### src/include/asg_params.svh
/*
 * width parameters for one signal generator channel
 * included by the package and by any module that sizes storage or fields
 */
`ifndef ASG_PARAMS_SVH
`define ASG_PARAMS_SVH

// pointer integer part, also the table address width
`define ASG_CWM 10
// pointer fraction bits
`define ASG_CWF 16

// burst length and repetition counters
`define ASG_CWL 32
`define ASG_CWN 16

// sample width and CPU byte address width
`define ASG_DW  16
`define ASG_BAW (`ASG_CWM+2)

`endif

### src/rtl/asg_pkg.sv
/*
 * shared types for the signal generator channel
 * modules pull these in with a wildcard import in their header
 */
`include "asg_params.svh"

package asg_pkg;

  // one table sample
  typedef logic [`ASG_DW-1:0]          asg_data_t;

  // fixed point pointer, also size, step and offset
  typedef logic [`ASG_CWM+`ASG_CWF-1:0] asg_ptr_t;

  // table word address
  typedef logic [`ASG_CWM-1:0]         asg_addr_t;

  // CPU byte address
  typedef logic [`ASG_BAW-1:0]         asg_bus_addr_t;

  // burst counters
  typedef logic [`ASG_CWL-1:0]         asg_bln_t;
  typedef logic [`ASG_CWN-1:0]         asg_bnm_t;

  // sequencer states
  typedef enum logic [1:0] {
    st_idle,
    st_data,
    st_hold
  } asg_state_t;

endpackage

### src/rtl/asg_pointer.sv
/*
 * fixed point read pointer for periodic playback
 * loads the phase offset on a start or new period, then steps with
 * modulo wrap at the table size; the integer part addresses the table
 */
`timescale 1ns/1ps
`include "asg_params.svh"

module asg_pointer import asg_pkg::*; (
  input  logic      sto,
  input  logic      ctl_rst,
  // pipeline advance
  input  logic      adv,
  // sequencer controls
  input  logic      trg_hit,
  input  logic      aen,
  // configuration
  input  asg_ptr_t  cfg_siz,
  input  asg_ptr_t  cfg_ste,
  input  asg_ptr_t  cfg_off,
  // integer part to the table
  output asg_addr_t ptr_addr
);

  // full pointer width
  localparam int unsigned PW = `ASG_CWM + `ASG_CWF;

  ////////////////////////////////////////////////////////////////////////////
  // next value arithmetic
  ////////////////////////////////////////////////////////////////////////////

  // current position
  asg_ptr_t        ptr_cur;
  // cur + step + 1, one carry bit
  logic [PW:0]     ptr_sum;
  // sum - (size + 1), extra sign bit on top
  logic [PW+1:0]   ptr_dif;
  logic            ptr_neg;
  asg_ptr_t        ptr_nxt;

  assign ptr_sum = {1'b0, ptr_cur} + {1'b0, cfg_ste} + (PW+1)'(1);
  assign ptr_dif = {1'b0, ptr_sum} - ({2'b00, cfg_siz} + (PW+2)'(1));
  assign ptr_neg = ptr_dif[PW+1];

  // wrap only once the sum reaches the table length
  assign ptr_nxt = ptr_neg ? ptr_sum[PW-1:0] : ptr_dif[PW-1:0];

  ////////////////////////////////////////////////////////////////////////////
  // pointer register
  ////////////////////////////////////////////////////////////////////////////

  always_ff @(posedge sto) begin
    if (ctl_rst) begin
      ptr_cur <= '0;
    end else if (adv) begin
      // start or new period restarts at the phase offset
      if (trg_hit) begin
        ptr_cur <= cfg_off;
      end else if (aen) begin
        ptr_cur <= ptr_nxt;
      end
    end
  end

  // table address is the integer field
  assign ptr_addr = ptr_cur[`ASG_CWF +: `ASG_CWM];

  // after a step the pointer lies inside the table
  a_ptr_range: assert property (@(posedge sto) disable iff (ctl_rst)
    (adv && aen && !trg_hit) |=> (ptr_cur <= cfg_siz));

endmodule

### config.mk
export PLATFORM = sky130hd
export DESIGN_NAME = asg_pointer
export DESIGN_NICKNAME = d
export VERILOG_FILES = /design/src/rtl/asg_pkg.sv /design/src/rtl/asg_pointer.sv
export VERILOG_INCLUDE_DIRS = /design/src /design/src/include
export SDC_FILE = /design/constraint.sdc
export NUM_CORES = 1
export LEC_CHECK = 0
export CAP_MARGIN = 20
export CELL_PAD_IN_SITES_DETAIL_PLACEMENT = 1
export CELL_PAD_IN_SITES_GLOBAL_PLACEMENT = 2
export CORE_MARGIN = 5
export CORE_UTILIZATION = 33
export CTS_CLUSTER_DIAMETER = 200
export DETAILED_ROUTE_END_ITERATION = 12
export DONT_BUFFER_PORTS = 1
export PLACE_DENSITY_LB_ADDON = 0.1
export SLEW_MARGIN = 20
export SYNTH_ARGS = -nofsm -noshare
export SYNTH_HDL_FRONTEND = slang
export SYNTH_SLANG_ARGS = --single-unit
### constraint.sdc
create_clock -name sto -period 5.2 [get_ports sto]
set_clock_uncertainty 0.05 [all_clocks]
set_input_delay 1.04 -clock sto [delete_from_list [all_inputs] [get_ports sto]]
set_output_delay 1.04 -clock sto [all_outputs]
set_load 0.01 [all_outputs]
* Word level (Yosys, flattened, before mapping) *
Cells that the tools add are included.

storage, ports and cells
  register bits = 26
  latch bits = 0
  memory bits (writable) = 0
  ROM bits = 0
  bits of input ports = 83
  memories kept = 0

operators by class
  $add $sub $neg = 4
  multipliers = 0
  divide/modulo/power cells = 0
  order comparisons = 0
  eq/ne operators = 0
  shifts and indexed selects = 0
  multiplexer cells = 3
  bitwise logic cells = 0
  reductions and logical operators = 2

operators with widths
  kind                   number
  $mux 26                3
  $sub 27x27->28         1
  $add 26x1->27 const B  1
  $add 26x26->27         1
  $add 27x1->27 const B  1
  $reduce_and 2->1       1
  $reduce_bool 2->1      1

* Depth between registers and ports, before layout *
  depth after elaboration = 6
  mapped depth = 21
  mapped depth without buffers = 19

* Worst setup path after synthesis *
OpenSTA, ideal clock, no wires.

  path kind = input to register
  from = input port cfg_ste[0]
  to = register ptr_cur[17]
  setup time = 95 ps
  arrival time = 4897 ps
  data required time = 5055 ps
  setup slack = 158 ps
  stages = 20
  path buffers = 1
  cells stage by stage = inv_1 ha_1 inv_1 fa_1 a21o_1 a221oi_2 o21ai_0 a21o_1 a21oi_1 xnor2_1 ha_1 a21oi_1 o21ai_0 o41ai_1 nand2_1 o31ai_2 o221ai_1 buf_4 mux2i_1 a221oi_1

between the ends
  word-level cells in the longest chain between the ends = 6

ends and longest elaborated chain
  what                  RTL line           RTL
  from (decl)           asg_pointer.sv:19  input asg_ptr_t cfg_ste,
  $add 26x26->27 (*)    asg_pointer.sv:41  assign ptr_sum = {1'b0, ptr_cur} + {1'b0, cfg_ste} + (PW+1)'(1);
  $add 27x1->27 (*)     asg_pointer.sv:41
  $sub 27x27->28        asg_pointer.sv:42  assign ptr_dif = {1'b0, ptr_sum} - ({2'b00, cfg_siz} + (PW+2)'(1));
  $mux 26 (*)           asg_pointer.sv:46  assign ptr_nxt = ptr_neg ? ptr_sum[PW-1:0] : ptr_dif[PW-1:0];
  $mux 26 (*)           asg_pointer.sv:59  end else if (aen) begin
  $mux 26 (*)           asg_pointer.sv:57  if (trg_hit) begin
  to (signal assigned)  asg_pointer.sv:58  ptr_cur <= cfg_off;
  to (signal assigned)  asg_pointer.sv:60  ptr_cur <= ptr_nxt;
  to (decl)             asg_pointer.sv:33  asg_ptr_t ptr_cur;

Every way passes the cells marked *; elsewhere a longest branch is shown, timed or not. The select of a mux whose other input is x is not followed.
A chain may end at the register's enable or synchronous reset.

* Final worst setup path *
  from = input port cfg_ste[0]
  to = register ptr_cur[23]

The elaborated chain is that of the path after synthesis.

==> reports/qor.yml <==
fin_nets: 782
crit_buf_inv: 5
leakage_nw: 2.32
drcViolationCount: 0
area_growth_syn_to_layout_pct: 18.6
yosys.area.top_type: "ha_1"
yosysWarnings: 0
rsz0062_at_grt: "true"
reg_top3: "ptr_cur (26)"
async_reset_ff_share_pct: 0
core_um2: 13100
grt_max_degree: 32
path_class: "in2reg"
max-slew-margin-rel_pct: 32.8
cts_root_buf: "clkbuf_16"
port_buffers: 0
antennaDiodeCount: 0
synth_edf_count: 0
netlist_area_um2: 4380
dieWidth_um: 125
synth_cell_type_count: 64
numClockSinks: 26
finalCritPeriodShare_pct: 96.4
cp.required_ns: 5.30
max_freq_mhz: 199
dieHeight_um: 125
largest_reg_flops: 26
drtIter0Drc: 174
r2r_slack_ns: 0.53
synth_top_area_share_pct: 14.9
postRouteAntennaNets: 0
wl_per_cell_um: 21.8
setup_ws_ns: 0.186
status: "finished, final reports clean"
ys_seq_area_share_pct: 11.9
dieArea_um2: 15700
numCtsBuffers: 3
io_pins: 93
synthFlopType: "dfxtp_1"
place_ws_ns: -0.398
clk_pin_slew_ns: 0.08
clock_latency_ns: 0.27
period_needed_ns: 5.01
grt_pass1_vias: 5103
worstMarginPinSlew_ns: 1.00
synthCells: 605
critical_path.max_stage_delay_ns: 0.39
hold_slack_ns: 0.444
first_pass_iters: 4
endpoint_kind: "register"
hold_buffers: 0
synth_area_leaders: "ha_1 15%, dfxtp_1 12%, a21oi_1 5.9%"
totalWireLength_um: 17800
ir_drop_mv: 0.143
dp_hpwl_um: 14400
path_delay_family: "compound AO/OA/AOI/OAI gates"
num_rows: 42
vias_per_cell: 5.76
hold_class: "reg2reg"
worst_setup_path_start_kind: "primary input"
gp_congestion: 0.833
slew_violations: 0
cp_max_fo: 6
vias: 4727
start_util_pct: 33.3
power.density_nw_per_um2: 476
power_w: 0.00247
cts_tree: "done"
drive_above_1_share_pct: 16.8
maxCapViolations: 0
overflow: 0
setup_viol: 0
cts_buffer_depth: 2
grt_pass1_wl_um: 27800
critPathSlowestCell: "fa_2"
top_register: "ptr_cur"
synthTopCellsByCount: "52 x a21oi_1, 52 x ha_1, 47 x inv_1, 47 x nand2_1, 42 x nor2_1"
htree_levels: 1
grtUsageTotal_pct: 22.0
finalHoldViolCount: 0
synth_fp_nets: 742
ys_ff_latch: 26
antenna_found_initial: 1
synth.avg_cell_area_um2: 7.24
cp_cell_sequence: "clkinv_8, ha_4, inv_2, fa_2, a21o_1, a221oi_4, o21ai_2, a21o_1, a21oi_1, xnor2_1, ha_1, buf_4, nand4_1, nor3_2, nand2_1, o22ai_2, o31ai_2, buf_4, o221a_4, clkbuf_16, a2111oi_2, nor3_1"
worstPathArrival_ns: 5.12
cell type report:
cell class / instances / area (um2)
tap: 176 / 220
timing repair buffer: 68 / 582
inverter: 48 / 193
fill: 1677 / 7940
sequential: 26 / 520
clock buffer: 4 / 88.8
multi-input combinational: 498 / 3590
path summary, 6_finish.rpt:
| kind | end | depth (start not counted) | startpoint |
|---|---|---|---|
| worst max-delay path | ptr_cur[23]$_SDFFE_PP0P_ | 22 | cfg_ste[0] |
| worst min-delay path | ptr_cur[14]$_SDFFE_PP0P_ | 2 | ptr_cur[14]$_SDFFE_PP0P_ |
| worst max register to register | ptr_cur[23]$_SDFFE_PP0P_ | 22 | ptr_cur[0]$_SDFFE_PP0P_ |
| worst min register to register | ptr_cur[14]$_SDFFE_PP0P_ | 2 | ptr_cur[14]$_SDFFE_PP0P_ |
worst min-delay path: stages, from the launching register on:
cell and delay [ns]:
dfxtp_1 0.32, nand3_1 0.07, o31ai_1 0.06
through the flow:
step	setup TNS (ns)	instance area (um2)	instances	utilization [%]
after global routing	-0.0886	5190	820	39.5
after global placement	-5.18	4890	806	37.2
after CTS	0	5000	810	38.0
after floorplan	0	4380	605	-
after detailed placement	-8.34	4890	806	37.2
final	0	5190	820	39.5
kinds of logic (layout without fill, tap and decap cells):
logic type	Yosys count	count (layout)	synth area share, %
and+or+nand+nor	183	183	19.7
AOI/OAI and AO/OA	213	213	34.4
adders and majority gates	54	54	15.8
buffers and inverters	81	120	8.31
muxes	10	10	2.31
xor gates and xnor gates	38	38	7.60
DFF	26	26	11.9
layer usage:
| layer | global-route usage [%] | vias to the layer above | wire length (um) |
|---|---|---|---|
| li1 | - | 2306 | - |
| met1 | 27.7 | 2326 | 7920 |
| met2 | 39.2 | 80 | 8980 |
| met3 | 4.18 | 13 | 746 |
| met4 | 4.34 | 2 | 191 |
| met5 | 0 | - | 7 |
power by group:
part,switching (W),internal (W)
clock,0.0000922,0.000119
sequential,0.0000379,0.000234
combinational,0.00108,0.000905
layout by cell type, fill, tap and decap left out, drive strengths merged, types with 4 or more instances in the layout:
| cell type | instances |
|---|---|
| buf | 66 |
| ha | 52 |
| a21oi | 52 |
| nand2 | 47 |
| inv | 46 |
| nor2 | 42 |
| o21ai | 34 |
| nor3 | 31 |
| xnor2 | 28 |
| dfxtp | 26 |
| nand3 | 23 |
| o211ai | 17 |
| a21o | 16 |
| a31oi | 13 |
| or3 | 13 |
| o21a | 11 |
| a211oi | 11 |
| xor2 | 10 |
| mux2i | 9 |
| o31ai | 8 |
| and3 | 7 |
| nand2b | 6 |
| o21bai | 6 |
| o211a | 6 |
| clkbuf | 6 |
| or2 | 5 |
| nand4 | 4 |
| a221oi | 4 |
timing repair:
item | CTS | global route
pin swaps | 0 | 24
resized for setup | 3 | 25
cloned | 0 | 2
setup buffers | 0 | 8
endpoints found under the setup margin | 22 | 26
(Power assumes the default switching activity.)
