===== src/include/asg_params.svh =====
/*
 * width parameters for one signal generator channel
 * included by the package and by any module that sizes storage or fields
 */
`ifndef ASG_PARAMS_SVH
`define ASG_PARAMS_SVH

// pointer integer part, also the table address width
`define ASG_CWM 10
// pointer fraction bits
`define ASG_CWF 16

// burst length and repetition counters
`define ASG_CWL 32
`define ASG_CWN 16

// sample width and CPU byte address width
`define ASG_DW  16
`define ASG_BAW (`ASG_CWM+2)

`endif


===== src/rtl/asg_pkg.sv =====
/*
 * shared types for the signal generator channel
 * modules pull these in with a wildcard import in their header
 */
`include "asg_params.svh"

package asg_pkg;

  // one table sample
  typedef logic [`ASG_DW-1:0]          asg_data_t;

  // fixed point pointer, also size, step and offset
  typedef logic [`ASG_CWM+`ASG_CWF-1:0] asg_ptr_t;

  // table word address
  typedef logic [`ASG_CWM-1:0]         asg_addr_t;

  // CPU byte address
  typedef logic [`ASG_BAW-1:0]         asg_bus_addr_t;

  // burst counters
  typedef logic [`ASG_CWL-1:0]         asg_bln_t;
  typedef logic [`ASG_CWN-1:0]         asg_bnm_t;

  // sequencer states
  typedef enum logic [1:0] {
    st_idle,
    st_data,
    st_hold
  } asg_state_t;

endpackage


===== src/rtl/asg_sequencer.sv =====
/*
 * playback sequencer: trigger handling, periodic and burst modes
 * burst mode sends bdl+1 stepped samples, holds the last one until the
 * period of bln+1 beats ends, and repeats bnm+1 times or without end
 */
`timescale 1ns/1ps

module asg_sequencer import asg_pkg::*; (
  input  logic      sto,
  input  logic      ctl_rst,
  // pipeline advance
  input  logic      adv,
  // trigger strobe
  input  logic      ctl_trg,
  // burst configuration
  input  logic      cfg_ben,
  input  logic      cfg_inf,
  input  asg_addr_t cfg_bdl,
  input  asg_bln_t  cfg_bln,
  input  asg_bnm_t  cfg_bnm,
  // controls to pointer, table and output stages
  output logic      trg_hit,
  output logic      aen,
  output logic      run,
  output logic      lst_req,
  // events and status
  output logic      evn_per,
  output logic      sts_run,
  output asg_bln_t  sts_bln,
  output asg_bnm_t  sts_bnm
);

  ////////////////////////////////////////////////////////////////////////////
  // counter end flags
  ////////////////////////////////////////////////////////////////////////////

  asg_state_t state;

  logic end_bdl;
  logic end_bln;
  logic end_bnm;
  // period boundary while running a burst
  logic rpt;

  // data part done, length counter compared zero extended
  assign end_bdl = (sts_bln == asg_bln_t'(cfg_bdl));
  // period done
  assign end_bln = (sts_bln == cfg_bln);
  // final repetition, never reached in infinite mode
  assign end_bnm = (sts_bnm == cfg_bnm) && !cfg_inf;

  assign run = (state != st_idle);
  assign rpt = run && cfg_ben && end_bln;

  ////////////////////////////////////////////////////////////////////////////
  // outputs
  ////////////////////////////////////////////////////////////////////////////

  // start from idle, or period restart while running
  // further triggers are ignored once running
  assign trg_hit = run ? rpt : ctl_trg;

  // address enable only while the pipeline moves,
  // so the table address register freezes on a stall
  assign aen = (state == st_data) && adv;

  // closing beat of the last period
  assign lst_req = rpt && end_bnm;

  // one pulse per finished period
  assign evn_per = rpt && adv;

  assign sts_run = run;

  ////////////////////////////////////////////////////////////////////////////
  // state machine and counters
  ////////////////////////////////////////////////////////////////////////////

  always_ff @(posedge sto) begin
    if (ctl_rst) begin
      state   <= st_idle;
      sts_bln <= '0;
      sts_bnm <= '0;
    end else if (adv) begin
      case (state)
        st_idle: begin
          // wait for a trigger
          if (ctl_trg) begin
            state   <= st_data;
            sts_bln <= '0;
            sts_bnm <= '0;
          end
        end
        st_data, st_hold: begin
          // periodic mode just keeps stepping in st_data
          if (cfg_ben) begin
            if (rpt) begin
              sts_bln <= '0;
              if (end_bnm) begin
                state <= st_idle;
              end else begin
                state   <= st_data;
                // counter frozen at zero in infinite mode
                sts_bnm <= sts_bnm + asg_bnm_t'(!cfg_inf);
              end
            end else begin
              sts_bln <= sts_bln + asg_bln_t'(1);
              // data part over, repeat last sample
              if ((state == st_data) && end_bdl) begin
                state <= st_hold;
              end
            end
          end
        end
        default: begin
          state <= st_idle;
        end
      endcase
    end
  end

  // repetition count stays in range for a finite burst
  a_bnm_range: assert property (@(posedge sto) disable iff (ctl_rst)
    !cfg_inf |-> (sts_bnm <= cfg_bnm));

endmodule


===== config.mk =====
export PLATFORM = sky130hd
export DESIGN_NAME = asg_sequencer
export DESIGN_NICKNAME = d
export VERILOG_FILES = /design/src/rtl/asg_pkg.sv /design/src/rtl/asg_sequencer.sv
export VERILOG_INCLUDE_DIRS = /design/src /design/src/include
export SDC_FILE = /design/constraint.sdc
export NUM_CORES = 1
export LEC_CHECK = 0
export BUFFER_PORTS_ARGS = -buffer_cell sky130_fd_sc_hd__buf_2
export CAP_MARGIN = 20
export CORE_ASPECT_RATIO = 0.8
export CORE_UTILIZATION = 50
export CTS_CLUSTER_DIAMETER = 120
export DETAILED_ROUTE_END_ITERATION = 16
export PLACE_DENSITY = 0.81
export REMOVE_ABC_BUFFERS = 1
export SLEW_MARGIN = 5
export SYNTH_ARGS = -nofsm -noshare
export SYNTH_HDL_FRONTEND = slang
export SYNTH_SLANG_ARGS = --single-unit

===== constraint.sdc =====
create_clock -name sto -period 2.5 [get_ports sto]
set_input_delay 0.5 -clock sto [delete_from_list [all_inputs] [get_ports sto]]
set_output_delay 0.5 -clock sto [all_outputs]
set_load 0.1 [all_outputs]

# Word-level counts from Yosys, hierarchy flattened
# Index checks and enable logic that the tools add are counted.
# W data, S select, Z words.
dict set report word_totals {
  ff_bits 50
  word_cells 46
  in_bits 64
  output_inout_bits 54
}
dict set report classes {
  n_mux 16
  add_sub_neg 2
  reduce_logical 15
  eq_ne 10
}
# operator n
set op_table {}
lappend op_table {{$mux W32} 3}
lappend op_table {{$mux W16} 4}
lappend op_table {{$pmux W32 S2} 1}
lappend op_table {{$add A32 B1 Y32 const B} 1}
lappend op_table {{$eq A32 B10 Y1} 1}
lappend op_table {{$eq A32 B32 Y1} 1}
lappend op_table {{$pmux W16 S2} 1}
lappend op_table {{$add A16 B1 Y16} 1}
lappend op_table {{$eq A16 B16 Y1} 1}
lappend op_table {{$mux W2} 4}
lappend op_table {{$ne A2 B2 Y1 const B} 4}
lappend op_table {{$reduce_and A4 Y1} 2}
lappend op_table {{$logic_and A1 B1 Y1} 7}
lappend op_table {{$reduce_and A6 Y1} 1}
lappend op_table {{$pmux W2 S2} 1}
lappend op_table {{$reduce_bool A2 Y1} 2}
lappend op_table {{$ne A3 B3 Y1 const B} 1}
lappend op_table {{$eq A2 B1 Y1 const B} 1}
lappend op_table {{$eq A2 B2 Y1 const B} 1}
lappend op_table {{$logic_not A2 Y1} 1}
lappend op_table {{$mux W1} 2}
lappend op_table {{$reduce_or A2 Y1} 1}
lappend op_table {{$logic_not A1 Y1} 1}

# Logic depth before layout (Yosys ltp)
dict set report logic_depth {
  ltp_word 6
  mapped_depth 11
  ltp_nobuf 9
}

# Worst setup path before layout
# OpenSTA, ideal clock, no wires.
dict set report synth_timing {
  path_type {reg-to-output}
  from {register state[0]}
  to {output port lst_req}
  path_buffers 2
  t_arrival_ns 3.043
  path_stages_with_launch 10
  required_time_ns 2.000
  slack_ns -1.043
  path_cell_list {dfxtp_1 inv_1 ha_1 inv_1 nand3_1 nor4_1 and3_1 buf_6 clkbuf_1 and3_1}
}
dict set report synth_between {
  elab_chain_len 4
}
# element line_no
set synth_rtl {}
lappend synth_rtl {{start: declaration} asg_sequencer.sv:37} ;# asg_state_t state;
lappend synth_rtl {{start signal: assignment} asg_sequencer.sv:81} ;# state <= st_idle;
lappend synth_rtl {{start signal: assignment} asg_sequencer.sv:89} ;# state <= st_data;
lappend synth_rtl {{start signal: assignment} asg_sequencer.sv:100} ;# state <= st_idle;
lappend synth_rtl {{$reduce_bool A2 Y1} asg_sequencer.sv:52} ;# assign run = (state != st_idle);
lappend synth_rtl {{named net run} asg_sequencer.sv:24} ;# output logic run,
lappend synth_rtl {{$logic_and A1 B1 Y1 (2 in a row)} asg_sequencer.sv:53} ;# assign rpt = run && cfg_ben && end_bln;
lappend synth_rtl {{$logic_and A1 B1 Y1} asg_sequencer.sv:68} ;# assign lst_req = rpt && end_bnm;
lappend synth_rtl {{end: declaration} asg_sequencer.sv:25} ;# output logic lst_req,
# The timed path passes the listed nets, and every way through them passes these cells.

# Final worst setup path
dict set report layout_timing {
  from {register sts_bln[13]}
  to {output port lst_req}
}
dict set report layout_between {
  elab_chain_len 3
}
# element line_no
set layout_rtl {}
lappend layout_rtl {{start: declaration} asg_sequencer.sv:29} ;# output asg_bln_t sts_bln,
lappend layout_rtl {{start signal: assignment} asg_sequencer.sv:107} ;# sts_bln <= sts_bln + asg_bln_t'(1);
lappend layout_rtl {{$eq A32 B32 Y1} asg_sequencer.sv:48} ;# assign end_bln = (sts_bln == cfg_bln);
lappend layout_rtl {{$logic_and A1 B1 Y1} asg_sequencer.sv:53}
lappend layout_rtl {{$logic_and A1 B1 Y1} asg_sequencer.sv:68}
# Every way passes these cells.

==> impl_metrics.tcl <==
set metrics [dict create \
    yosys_warnings 0 \
    grt_start_max_net_pins 33 \
    synth_cell_types 37 \
    wire_per_inst_um 15.7 \
    cts_max_path_buffers 2 \
    vdd.ir_drop.worst_uv 387 \
    cp_common_cell "buf_12" \
    numCtsBuffers 5 \
    drtPass1Iterations 5 \
    cts_hold_buf 0 \
    synth_edf_count 0 \
    grt_overflow 0 \
    synth-async-reset-ratio_pct 0 \
    core_um2 6100 \
    power.internal_uw 1320 \
    min_path_cells 2 \
    crit_chain "xnor2_2, nand4_1, nor4_1, and3_1, buf_12, and3_4, buf_12" \
    placed_area_um2 4180 \
    grt_use_total_pct 29.2 \
    synth_top_cell_by_area "dfxtp_1" \
    slew_violations 0 \
    yosysMostFrequentCell "xnor2_1" \
    first_global_vias 3221 \
    fmax_mhz 406 \
    arrival_ns 1.96 \
    end_kind "primary output" \
    run_status "completed" \
    n_fill_cell 490 \
    io_pins 118 \
    synth_area_leaders "dfxtp_1 (31%), xnor2_1 (16%), xor2_1 (8.0%)" \
    finalHoldViolations 0 \
    clk_pin_slew_ns 0.09 \
    post-route-period-util_pct 98.5 \
    cp_slowest_stage_delay_ns 0.42 \
    synth_flop_cell "dfxtp_1" \
    yosys_register_bits 50 \
    hp-class "register to register" \
    seq_area_frac_synth_pct 30.6 \
    synth_area_um2 3270 \
    pwr-share-comb_pct 31.2 \
    die_area_um2 6870 \
    switching_share_pct 34.5 \
    num_vias 3653 \
    gp_congestion 0.952 \
    ant_nets 0 \
    die_y_um 74.4 \
    tightest_slew_ns 0.532 \
    initial_core_util_pct 53.6 \
    switching_power_uw 697 \
    vias_per_cell 5.75 \
    slew_headroom_pct 64.5 \
    cts_tree "built" \
    port_buffers 117 \
    htree_levels 2 \
    synthCells 413 \
    synthTopCellsByCount "xnor2_1 (58), dfxtp_1 (50), nor2_1 (48)" \
    die_w_um 92.4 \
    p_total_uw 2020 \
    crit_type "register to primary output" \
    cp-start-kind "register" \
    drt_iter0_drc 319 \
    ff2ff_path_depth 9 \
    cts_root_buf "clkbuf_8" \
    powerDensity_nw_per_um2 459 \
    fin_worst_skew_ns 0.00912 \
    clock_power_share_pct 28.4 \
    final_nets 623 \
    wl_um 9990 \
    cp.required_ns 2.00 \
    area_growth_pct 34.5 \
    power.leakage_uw 0.00186 \
    drv_cap 0 \
    power_frac_seq_pct 40.4 \
    finalSetupViolCount 0 \
    avgSynthCellArea_um2 7.92 \
    worstSkewPairLatency_ns 0.31 \
    drt_drc_violations_left 0 \
    holdWs_ns 0.519 \
    fin_area_um2 4400 \
    dpl.hpwl_um 7710 \
    yosysTopAreaCellShare_pct 30.6 \
    cp_max_fo 5 \
    clock_sinks 50 \
    antenna_cells 0 \
    rsz0062_at_grt "no" \
    rows 25 \
    fin_crit_ns 2.46 \
    grt_pass1_wl_um 15600 \
    antenna_found_initial 0 \
    slowest_stage "dfxtp_2" \
    layout-drive-gt1-share_pct 35.7 \
]
registers in the layout (all words and copies together), names as in the netlist:
signal	count
state	2
sts_bnm	16
sts_bln	32
layout make-up:
class                           count  area (um2)  area share [%]
Multi-Input combinational cell    329        2160            49.2
Sequential cell                    50        1020            23.3
Timing Repair Buffer              159         971            22.1
Tap cell                           81         101            2.30
Clock buffer                        5        68.8            1.56
Clock inverter                      3        40.0           0.910
Inverter                            8        30.0           0.682
worst max-delay path: cells and delay by family (launching register included):
kind                      cells  cell delay, ns
xor gates and xnor gates      1            0.13
buffers and inverters         2            0.29
DFF                           1            0.42
and+or+nand+nor               4            0.81
timing repair:
| action | in CTS | in global routing |
|---|---|---|
| gates cloned | 0 | 0 |
| buffers inserted | 3 | 1 |
| pin swaps | 2 | 9 |
| setup endpoints to repair | 3 | 7 |
| gates resized for setup | 10 | 18 |
cells in the final DEF (no fill, tap or decap), types with 12 or more instances in the layout:
master	count
buf_2	114
xnor2_1	53
nor2_1	48
nand2_1	42
buf_4	40
dfxtp_1	33
xor2_1	30
nand4_1	24
nand3_1	19
a31oi_1	16
dfxtp_2	16
or4_1	12
power groups by stage:
stage | logic (uW) | clock network, uW | registers, uW
finish | 630 | 574 | 814
floorplan | 324 | 0 | 874
CTS | 611 | 580 | 815
detailed placement | 598 | 0 | 834
global route | 670 | 615 | 815
global placement | 589 | 0 | 833
cell families after synthesis:
family | count (synthesis) | share of synthesized area, %
AND/OR/NAND/NOR | 187 | 28.9
XOR/XNOR | 89 | 24.1
flip-flops | 50 | 30.6
AO/OA/AOI/OAI | 47 | 9.14
buffers and inverters | 34 | 5.01
adder cells (fa/ha/maj) | 6 | 2.29
worst paths after layout:
check,to,from,slack [ns]
setup / recovery,lst_req,sts_bln[13],0.04
hold / removal,state[0],state[0],0.52
setup reg to reg,sts_bnm[7],sts_bln[13],0.14
hold reg to reg,state[0],state[0],0.52
routing by layer:
layer | up-vias | share of wire (%) | GRT usage, %
li1 | 1720 | - | -
met5 | - | 0 | 0
met3 | 28 | 8.7 | 4.81
met4 | 0 | 2.6 | 9.90
met2 | 210 | 46 | 47.6
met1 | 1695 | 43 | 39.7
through the flow:
| stage | instances | worst slack (ns) | utilization (%) | setup TNS [ns] |
|---|---|---|---|---|
| after floorplan | 387 | -1.68 | - | -74.37 |
| after global placement | 623 | 0.0387 | 68.6 | 0 |
| after detailed placement | 623 | -0.0417 | 68.6 | -0.107 |
| after CTS | 634 | 0.0185 | 71.0 | 0 |
| after global routing | 635 | 0.000869 | 72.1 | 0 |
| final | 635 | 0.0387 | 72.1 | 0 |
(Power assumes the default switching activity.)
