File: src/rtl/asg_stream_out.sv
/*
 * output stream pipeline, two stages matching the table address and
 * data registers; everything moves when ready is high or nothing is valid
 */
`timescale 1ns/1ps

module asg_stream_out (
  input  logic sto,
  input  logic ctl_rst,
  // stream handshake
  input  logic tready,
  output logic tvalid,
  output logic tlast,
  // from sequencer
  input  logic run,
  input  logic aen,
  input  logic lst_req,
  // pipeline control
  output logic adv,
  output logic ren,
  output logic evn_lst
);

  // first stage valid and read enable
  logic vld_q;
  logic ren_q;

  // advance rule, a stalled beat blocks every stage
  assign adv = tready | ~tvalid;

  // data register loads only on a moving cycle
  assign ren = ren_q & adv;

  ////////////////////////////////////////////////////////////////////////////
  // stage one, lines up with the table address register
  ////////////////////////////////////////////////////////////////////////////

  always_ff @(posedge sto) begin
    if (ctl_rst) begin
      vld_q   <= 1'b0;
      ren_q   <= 1'b0;
      evn_lst <= 1'b0;
    end else if (adv) begin
      vld_q   <= run;
      ren_q   <= aen;
      evn_lst <= lst_req;
    end
  end

  ////////////////////////////////////////////////////////////////////////////
  // stage two, lines up with the table data register
  ////////////////////////////////////////////////////////////////////////////

  always_ff @(posedge sto) begin
    if (ctl_rst) begin
      tvalid <= 1'b0;
      tlast  <= 1'b0;
    end else if (adv) begin
      tvalid <= vld_q;
      tlast  <= evn_lst;
    end
  end

  // a beat waiting for ready keeps its flags, no new address enters behind it
  a_stall_hold: assert property (@(posedge sto) disable iff (ctl_rst)
    (tvalid && !tready) |=> ($stable(tvalid) && $stable(tlast) && !$past(aen)));

endmodule

File: config.mk
export PLATFORM = sky130hd
export DESIGN_NAME = asg_stream_out
export DESIGN_NICKNAME = d
export VERILOG_FILES = /design/src/rtl/asg_stream_out.sv
export SDC_FILE = /design/constraint.sdc
export NUM_CORES = 1
export LEC_CHECK = 0
export ABC_AREA = 1
export BUFFER_PORTS_ARGS = -buffer_cell sky130_fd_sc_hd__buf_2
export CAP_MARGIN = 10
export CORE_AREA = 2 2 39 41
export DETAILED_ROUTE_END_ITERATION = 8
export DIE_AREA = 0 0 41 43
export HOLD_SLACK_MARGIN = 0.05
export REMOVE_ABC_BUFFERS = 1
export SLEW_MARGIN = 25
export SYNTH_ARGS = -nofsm -noshare
export SYNTH_HDL_FRONTEND = slang
export SYNTH_SLANG_ARGS = --single-unit
File: constraint.sdc
create_clock -name sto -period 1.8 [get_ports sto]
set_input_delay 0.18 -clock sto [delete_from_list [all_inputs] [get_ports sto]]
set_output_delay 0.18 -clock sto [all_outputs]
set_load 0.05 [all_outputs]
; ---- Yosys cells after proc, flatten, opt, wreduce, memory -nomap -nowiden
; Index checks and enable logic that the tools add are counted.
[totals]
register_bits = 5
out_inout_bits = 5
[op_classes]
bitwise = 3
[op_table]
columns = cell, n
row1 = AND 1 bit, 1
row2 = NOT 1 bit, 1
row3 = bitwise OR 1 bit, 1

; ---- Depth between registers and ports, before layout
; Gate-level depths: netlist of run 1.
[logic_depth]
depth_word = 3
ltp_mapped = 4
ltp_nobuf = 4

; ---- Least setup slack after synthesis of run 1
; Ideal clock, no wire load.
[synth_timing]
kind = reg-to-output
start = register tvalid
end = output port ren
arrival_ns = 1.322
required_ns = 1.620
path_slack_ns = 0.298
path_stages_with_launch = 4
path_buffers = 0
cell_sequence = dfxtp_1 > inv_2 > nor2_2 > nor2_1
[synth_between]
elab_chain_len = 3
[synth_lines]
columns = element, line
row1 = "start, declared", 12  ; output logic tvalid,
row2 = "start signal, assigned", 59  ; tvalid <= vld_q;
row3 = NOT 1 bit, 29  ; assign adv = tready | ~tvalid;
row4 = bitwise OR 1 bit, 29
row5 = AND 1 bit, 32  ; assign ren = ren_q & adv;
row6 = "end, declared", 20  ; output logic ren,
; No other way between the ends.

; ---- Worst setup path after layout of run 1
; Same ends and word-level chain as after synthesis.

==> impl_metrics.env, run 1 <==
export IMPL_p_leak_nw=0.159
export IMPL_die_w_um=41
export IMPL_yosysMostFrequentCell="nor2_1"
export IMPL_worstPathCellList="inv_2 > nor2_2 > nor2_1 > buf_2"
export IMPL_grt_max_degree=8
export IMPL_die_area_mm2=0.00176
export IMPL_antenna_found_initial=0
export IMPL_numCtsBuffers=3
export IMPL_fin_setup_tns_ns=0
export IMPL_critPathArrivalTime_ns=1.18
export IMPL_cts_root_buf="clkbuf_4"
export IMPL_dp_hpwl_um=350
export IMPL_synth_seq_cells=5
export IMPL_grtUsageTotal_pct=7.54
export IMPL_vias=222
export IMPL_pre_cts_ws_ns=0.687
export IMPL_drt_iter0_drc=5
export IMPL_required_ns=1.62
export IMPL_critPathKind="register to output port"
export IMPL_grt_pass1_wl_um=759
export IMPL_viasPerCell=3.58
export IMPL_placed_area_um2=280
export IMPL_cts_resized=0
export IMPL_cts_setup_buffers=0
export IMPL_wl_um=467
export IMPL_worst_pin_slew_ns=0.247
export IMPL_cp_start_kind="register"
export IMPL_yosysTopAreaCell="dfxtp_1"
export IMPL_power_mw=0.314
export IMPL_slew_headroom_pct=83.6
export IMPL_tritoncts="built"
export IMPL_grt_pass1_vias=174
export IMPL_clock_latency_ns=0.24
export IMPL_antenna_left=0
export IMPL_ios=11
export IMPL_rsz0062_at_grt="false"
export IMPL_synth_ff_type="dfxtp_1"
export IMPL_final_hold_viol_count=0
export IMPL_route_detailed_drc=0
export IMPL_area_delta_synth_final_pct=45.8
export IMPL_powerDensity_mw_per_mm2=1020
export IMPL_n_fill_cell=158
export IMPL_cts_hold_buf=0
export IMPL_initial_core_util_pct=15.2
export IMPL_drv_slew=0
export IMPL_clk_path_buf_depth=2
export IMPL_avgRoutedWirePerCell_um=7.53
export IMPL_core_area_mm2=0.00138
export IMPL_crit_path_end_kind="output port"
export IMPL_clk_pin_slew_ns=0.05
export IMPL_synth_area_leaders="dfxtp_1 (48%), nor2_1 (16%), inv_1 (11%)"
export IMPL_portBuffers=10
export IMPL_grt_busiest_layer="met4"
export IMPL_synth_area_um2=210
export IMPL_rows=14
export IMPL_min_period_ns=1.36
export IMPL_cp_slowest_cell="dfxtp_1"
export IMPL_ys_warnings_count=0
export IMPL_critPathMaxStageDelay_ns=0.44
export IMPL_max_clock_freq_mhz=734
export IMPL_synthTopCellsByCount="nor2_1 (9), inv_1 (6), dfxtp_1 (5), nand2_1 (5), nand3_1 (4)"
export IMPL_drtPass1Iterations=4
export IMPL_syn_avg_cell_area_um2=6.57
export IMPL_outcome="finished, final reports clean"
export IMPL_finClkSkew_ns=0.00229
export IMPL_fin_crit_sh_pct=75.7
export IMPL_synth_edf_count=0
export IMPL_rr_worst_depth=4
export IMPL_die_h_um=43
export IMPL_nets=53
export IMPL_holdPathStages=2
export IMPL_yosysTopAreaCellShare_pct=47.6
export IMPL_peakVddDrop_mv=0.207
export IMPL_async_reset_ff_share_pct=0
export IMPL_layout_setup_ws_ns=0.437
export IMPL_cts_sinks=5
export IMPL_setup_viol=0
export IMPL_insertedDiodeCount=0
export IMPL_syn_inst=32
export IMPL_cp_max_fo=7
export IMPL_final_cell_area_um2=307
export IMPL_max_cap_viol_count=0
export IMPL_grt_met1_usage_pct=8.71
export IMPL_yosysSeqAreaShare_pct=47.6
export IMPL_grt_use_met3_pct=6.81
export IMPL_netlist_cell_type_count=8
export IMPL_grt_util_met2_pct=6.25
export IMPL_drive_gt1_share_pct=32.6
export IMPL_fin_hold_ws_ns=0.100
export IMPL_cts_max_level=1
export IMPL_holdCritPathClass="input port to register"
export IMPL_gr_total_overflow=0
export IMPL_place_congestion=0.762
[where the power goes]
group          leakage (nW)  switching [mW]  internal, mW  total (mW)
Clock                0.0150          0.0488        0.0840       0.133
Combinational         0.103          0.0413        0.0163      0.0576
Sequential           0.0415         0.00492         0.119       0.124
Total                 0.159          0.0950         0.219       0.314
[metrics by stage]
stage          cells  util, %
2_1_floorplan     32        -
3_3_place_gp      58     20.3
3_5_place_dp      58     20.3
4_1_cts           62     22.2
5_1_grt           62     22.2
6_report          62     22.2
[routing by layer]
metal / up-vias / part of all wire [%]
met3: 0 / 16
li1: 123 / -
met2: 10 / 38
met1: 89 / 46
met4: 0 / 0
met5: - / 0
[cells in the final DEF, fill, tap and decap left out]
master | netlist | routed
nor2_1 | 9 | 9
dfxtp_1 | 5 | 5
nor2_2 | 1 | 1
a21oi_1 | 1 | 1
nand3_1 | 4 | 4
clkbuf_1 | 0 | 1
nand2_1 | 5 | 5
inv_2 | 1 | 1
inv_1 | 6 | 6
buf_2 | 0 | 10
clkbuf_4 | 0 | 3
[sequential cells by signal, summed over array words and instances (netlist names)]
signal,count
tlast,1
evn_lst,1
vld_q,1
tvalid,1
ren_q,1
[cell type report]
type	count	area [um^2]	area share (%)
multi-input combinational	20	83.8	27.3
clock buffer	4	26.3	8.57
timing repair buffer	10	50.0	16.3
tap	16	20.0	6.53
sequential	5	100	32.7
inverter	7	26.3	8.57
[critical path, delay by kind of cell, from the launching register on]
family | cells | cell delay, ns
buf+inv | 2 | 0.26
flops | 1 | 0.44
simple gates | 2 | 0.24
[final timing paths]
check | from | end | slack, ns
max | tvalid$_SDFFE_PP0P_ | ren | 0.44
min reg2reg | vld_q$_SDFFE_PP0P_ | tvalid$_SDFFE_PP0P_ | 0.46
max reg2reg | tvalid$_SDFFE_PP0P_ | evn_lst$_SDFFE_PP0P_ | 0.90
min | ctl_rst | tvalid$_SDFFE_PP0P_ | 0.10
[logic make-up (layout without fill, tap and decap cells)]
group | after synthesis | after routing | synth area share, %
flops | 5 | 5 | 47.6
buf+inv | 7 | 21 | 12.5
compound gates | 1 | 1 | 2.38
simple gates | 19 | 19 | 37.5
(Power assumes the default switching activity.)
==> run 2, diff against run 1 <==
--- a/config.mk
+++ b/config.mk
@@ -5,7 +5,7 @@
 export SDC_FILE = /design/constraint.sdc
 export NUM_CORES = 1
 export LEC_CHECK = 0
-export ABC_AREA = 1
+export ABC_AREA = 0
 export BUFFER_PORTS_ARGS = -buffer_cell sky130_fd_sc_hd__buf_2
 export CAP_MARGIN = 10
 export CORE_AREA = 2 2 39 41
==> constraint.sdc (replaced) <==
create_clock -name sto -period 1.29 [get_ports sto]
set_input_delay 0.129 -clock sto [delete_from_list [all_inputs] [get_ports sto]]
set_output_delay 0.129 -clock sto [all_outputs]
set_load 0.05 [all_outputs]
==> impl_metrics.env, run 2 <==
export IMPL_outcome="finished, final reports clean"
export IMPL_wl_um=473
export IMPL_portBuffers=10
export IMPL_viasPerCell=4.00
export IMPL_yosysMostFrequentCell="dfxtp_1"
export IMPL_vias=212
export IMPL_place_congestion=0.663
export IMPL_synth_seq_cells=5
export IMPL_avgRoutedWirePerCell_um=8.92
export IMPL_fin_hold_ws_ns=0.115
export IMPL_holdCritPathClass="input port to register"
export IMPL_async_reset_ff_share_pct=0
export IMPL_clock_latency_ns=0.24
export IMPL_syn_inst=21
export IMPL_numCtsBuffers=3
export IMPL_power_switching_mw=0.119
export IMPL_final_hold_viol_count=0
export IMPL_tritoncts="built"
export IMPL_synth_area_leaders="dfxtp_1 (45%), nand4bb_1 (15%), nand2b_1 (11%)"
export IMPL_grt_pass1_wl_um=793
export IMPL_gr_total_overflow=0
export IMPL_peakVddDrop_mv=0.498
export IMPL_r2r_slack_ns=0.44
export IMPL_min_period_ns=1.19
export IMPL_fin_setup_tns_ns=0
export IMPL_final_common_cell="buf_2"
export IMPL_drt_iter0_drc=2
export IMPL_insertedDiodeCount=0
export IMPL_grt_max_degree=9
export IMPL_powerDensity_mw_per_mm2=1280
export IMPL_die_h_um=43
export IMPL_drv_slew=0
export IMPL_antenna_found_initial=0
export IMPL_yosysTopAreaCell="dfxtp_1"
export IMPL_fin_crit_sh_pct=92.6
export IMPL_netlist_cell_type_count=11
export IMPL_layout_setup_ws_ns=0.0960
export IMPL_cp_start_kind="register"
export IMPL_finClkSkew_ns=0.000156
export IMPL_route_detailed_drc=0
export IMPL_most_common_layout_cells="buf_2 (9), dfxtp_1 (5), nand2b_1 (4)"
export IMPL_antenna_left=0
export IMPL_clkPwrFrac_pct=42.2
export IMPL_synthTopCellsByCount="dfxtp_1 (5), nand2b_1 (4), nand4bb_1 (3)"
export IMPL_cts_sinks=5
export IMPL_rows=14
export IMPL_p_seq_share_pct=39.2
export IMPL_worstPathCellList="nor2b_4 > inv_2 > and2_1 > buf_6"
export IMPL_clk_pin_slew_ns=0.04
export IMPL_regArea_um2=100
export IMPL_grt_pass1_vias=210
export IMPL_die_w_um=41
export IMPL_ys_warnings_count=0
export IMPL_final_util_pct=24.4
export IMPL_p_leak_nw=0.144
export IMPL_final_cell_area_um2=338
export IMPL_synth_edf_count=0
export IMPL_multi_input_area_um2=113
export IMPL_grtUsageTotal_pct=7.44
export IMPL_core_area_mm2=0.00138
export IMPL_critPathMaxStageDelay_ns=0.32
export IMPL_cp_slowest_cell="dfxtp_1"
export IMPL_comb_power_share_pct=18.6
export IMPL_setup_viol=0
export IMPL_swShare_pct=27.6
export IMPL_max_clock_freq_mhz=838
export IMPL_intPower_mw=0.312
export IMPL_area_delta_synth_final_pct=53.4
export IMPL_drive_gt1_share_pct=48.6
export IMPL_pre_cts_ws_ns=0.239
export IMPL_critPathArrivalTime_ns=1.07
export IMPL_synth_ff_type="dfxtp_1"
export IMPL_placed_area_um2=298
export IMPL_required_ns=1.16
export IMPL_rsz0062_at_grt="false"
export IMPL_drtPass1Iterations=2
export IMPL_max_cap_viol_count=0
export IMPL_cp_max_fo=3
export IMPL_syn_avg_cell_area_um2=10.5
export IMPL_critPathKind="register to output port"
export IMPL_ios=11
export IMPL_synth_area_um2=220
export IMPL_slew_headroom_pct=83.6
export IMPL_clk_path_buf_depth=2
export IMPL_nets=44
export IMPL_n_fill_cell=158
export IMPL_worst_pin_slew_ns=0.248
export IMPL_cts_root_buf="clkbuf_4"
export IMPL_initial_core_util_pct=15.9
export IMPL_path_delay_family="flip-flops"
export IMPL_yosysTopAreaCellShare_pct=45.5
export IMPL_cts_max_level=1
export IMPL_die_area_mm2=0.00176
export IMPL_crit_buf_inv=2
export IMPL_crit_path_end_kind="output port"
export IMPL_yosysSeqAreaShare_pct=45.5
run 2: final cells by class:
cell class,instances,area share [%]
Tap cell,16,5.93
Multi-Input combinational cell,14,33.3
Clock buffer,4,7.78
Inverter,2,2.22
Sequential cell,5,29.6
Timing Repair Buffer,12,21.1
run 2: final timing paths:
kind / start / end / cells past startpoint
setup reg to reg: tvalid$_SDFFE_PP0P_ / evn_lst$_SDFFE_PP0P_ / 3
hold reg to reg: vld_q$_SDFFE_PP0P_ / tvalid$_SDFFE_PP0P_ / 2
setup / recovery: tvalid$_SDFFE_PP0P_ / ren / 4
hold / removal: ctl_rst / tvalid$_SDFFE_PP0P_ / 2
run 2: logic make-up (layout without fill, tap and decap cells):
kind of cell / after synthesis / after routing / share of synthesized area [%]
simple gates: 9 / 9 / 35.8
flops: 5 / 5 / 45.5
compound gates: 4 / 4 / 10.8
buf+inv: 2 / 18 / 3.41
mux: 1 / 1 / 4.55
run 2: stage by stage:
| step | power, mW | cells |
|---|---|---|
| final | 0.431 | 53 |
| after global routing | 0.456 | 53 |
| after CTS | 0.442 | 53 |
| after detailed placement | 0.248 | 48 |
| after global placement | 0.247 | 48 |
| after floorplan | 0.223 | 21 |
run 2: layer usage:
metal  part of all wire [%]  vias to the layer above  GRT usage [%]
met1                     40                       94           7.74
met4                    1.3                        0           2.00
met2                     42                       12           9.06
met5                      0                        -              0
met3                     17                        2           9.42
li1                       -                      104              -
run 2: power by group through the flow:
stage	sequential [mW]	combinational, mW	clock [mW]
2_1_floorplan	0.191	0.0313	0
3_3_place_gp	0.171	0.0759	0
3_5_place_dp	0.172	0.0765	0
4_1_cts	0.169	0.0796	0.193
5_1_grt	0.170	0.0871	0.198
6_report	0.169	0.0803	0.182
run 2: what timing repair did:
item / 4_1_cts / 5_1_grt
buffers inserted: 1 / 0
pin swaps: 0 / 0
setup endpoints to repair: 1 / 1
endpoints found under the hold margin: 0 / 0
resized for setup: 1 / 1
hold buffers: 0 / 0
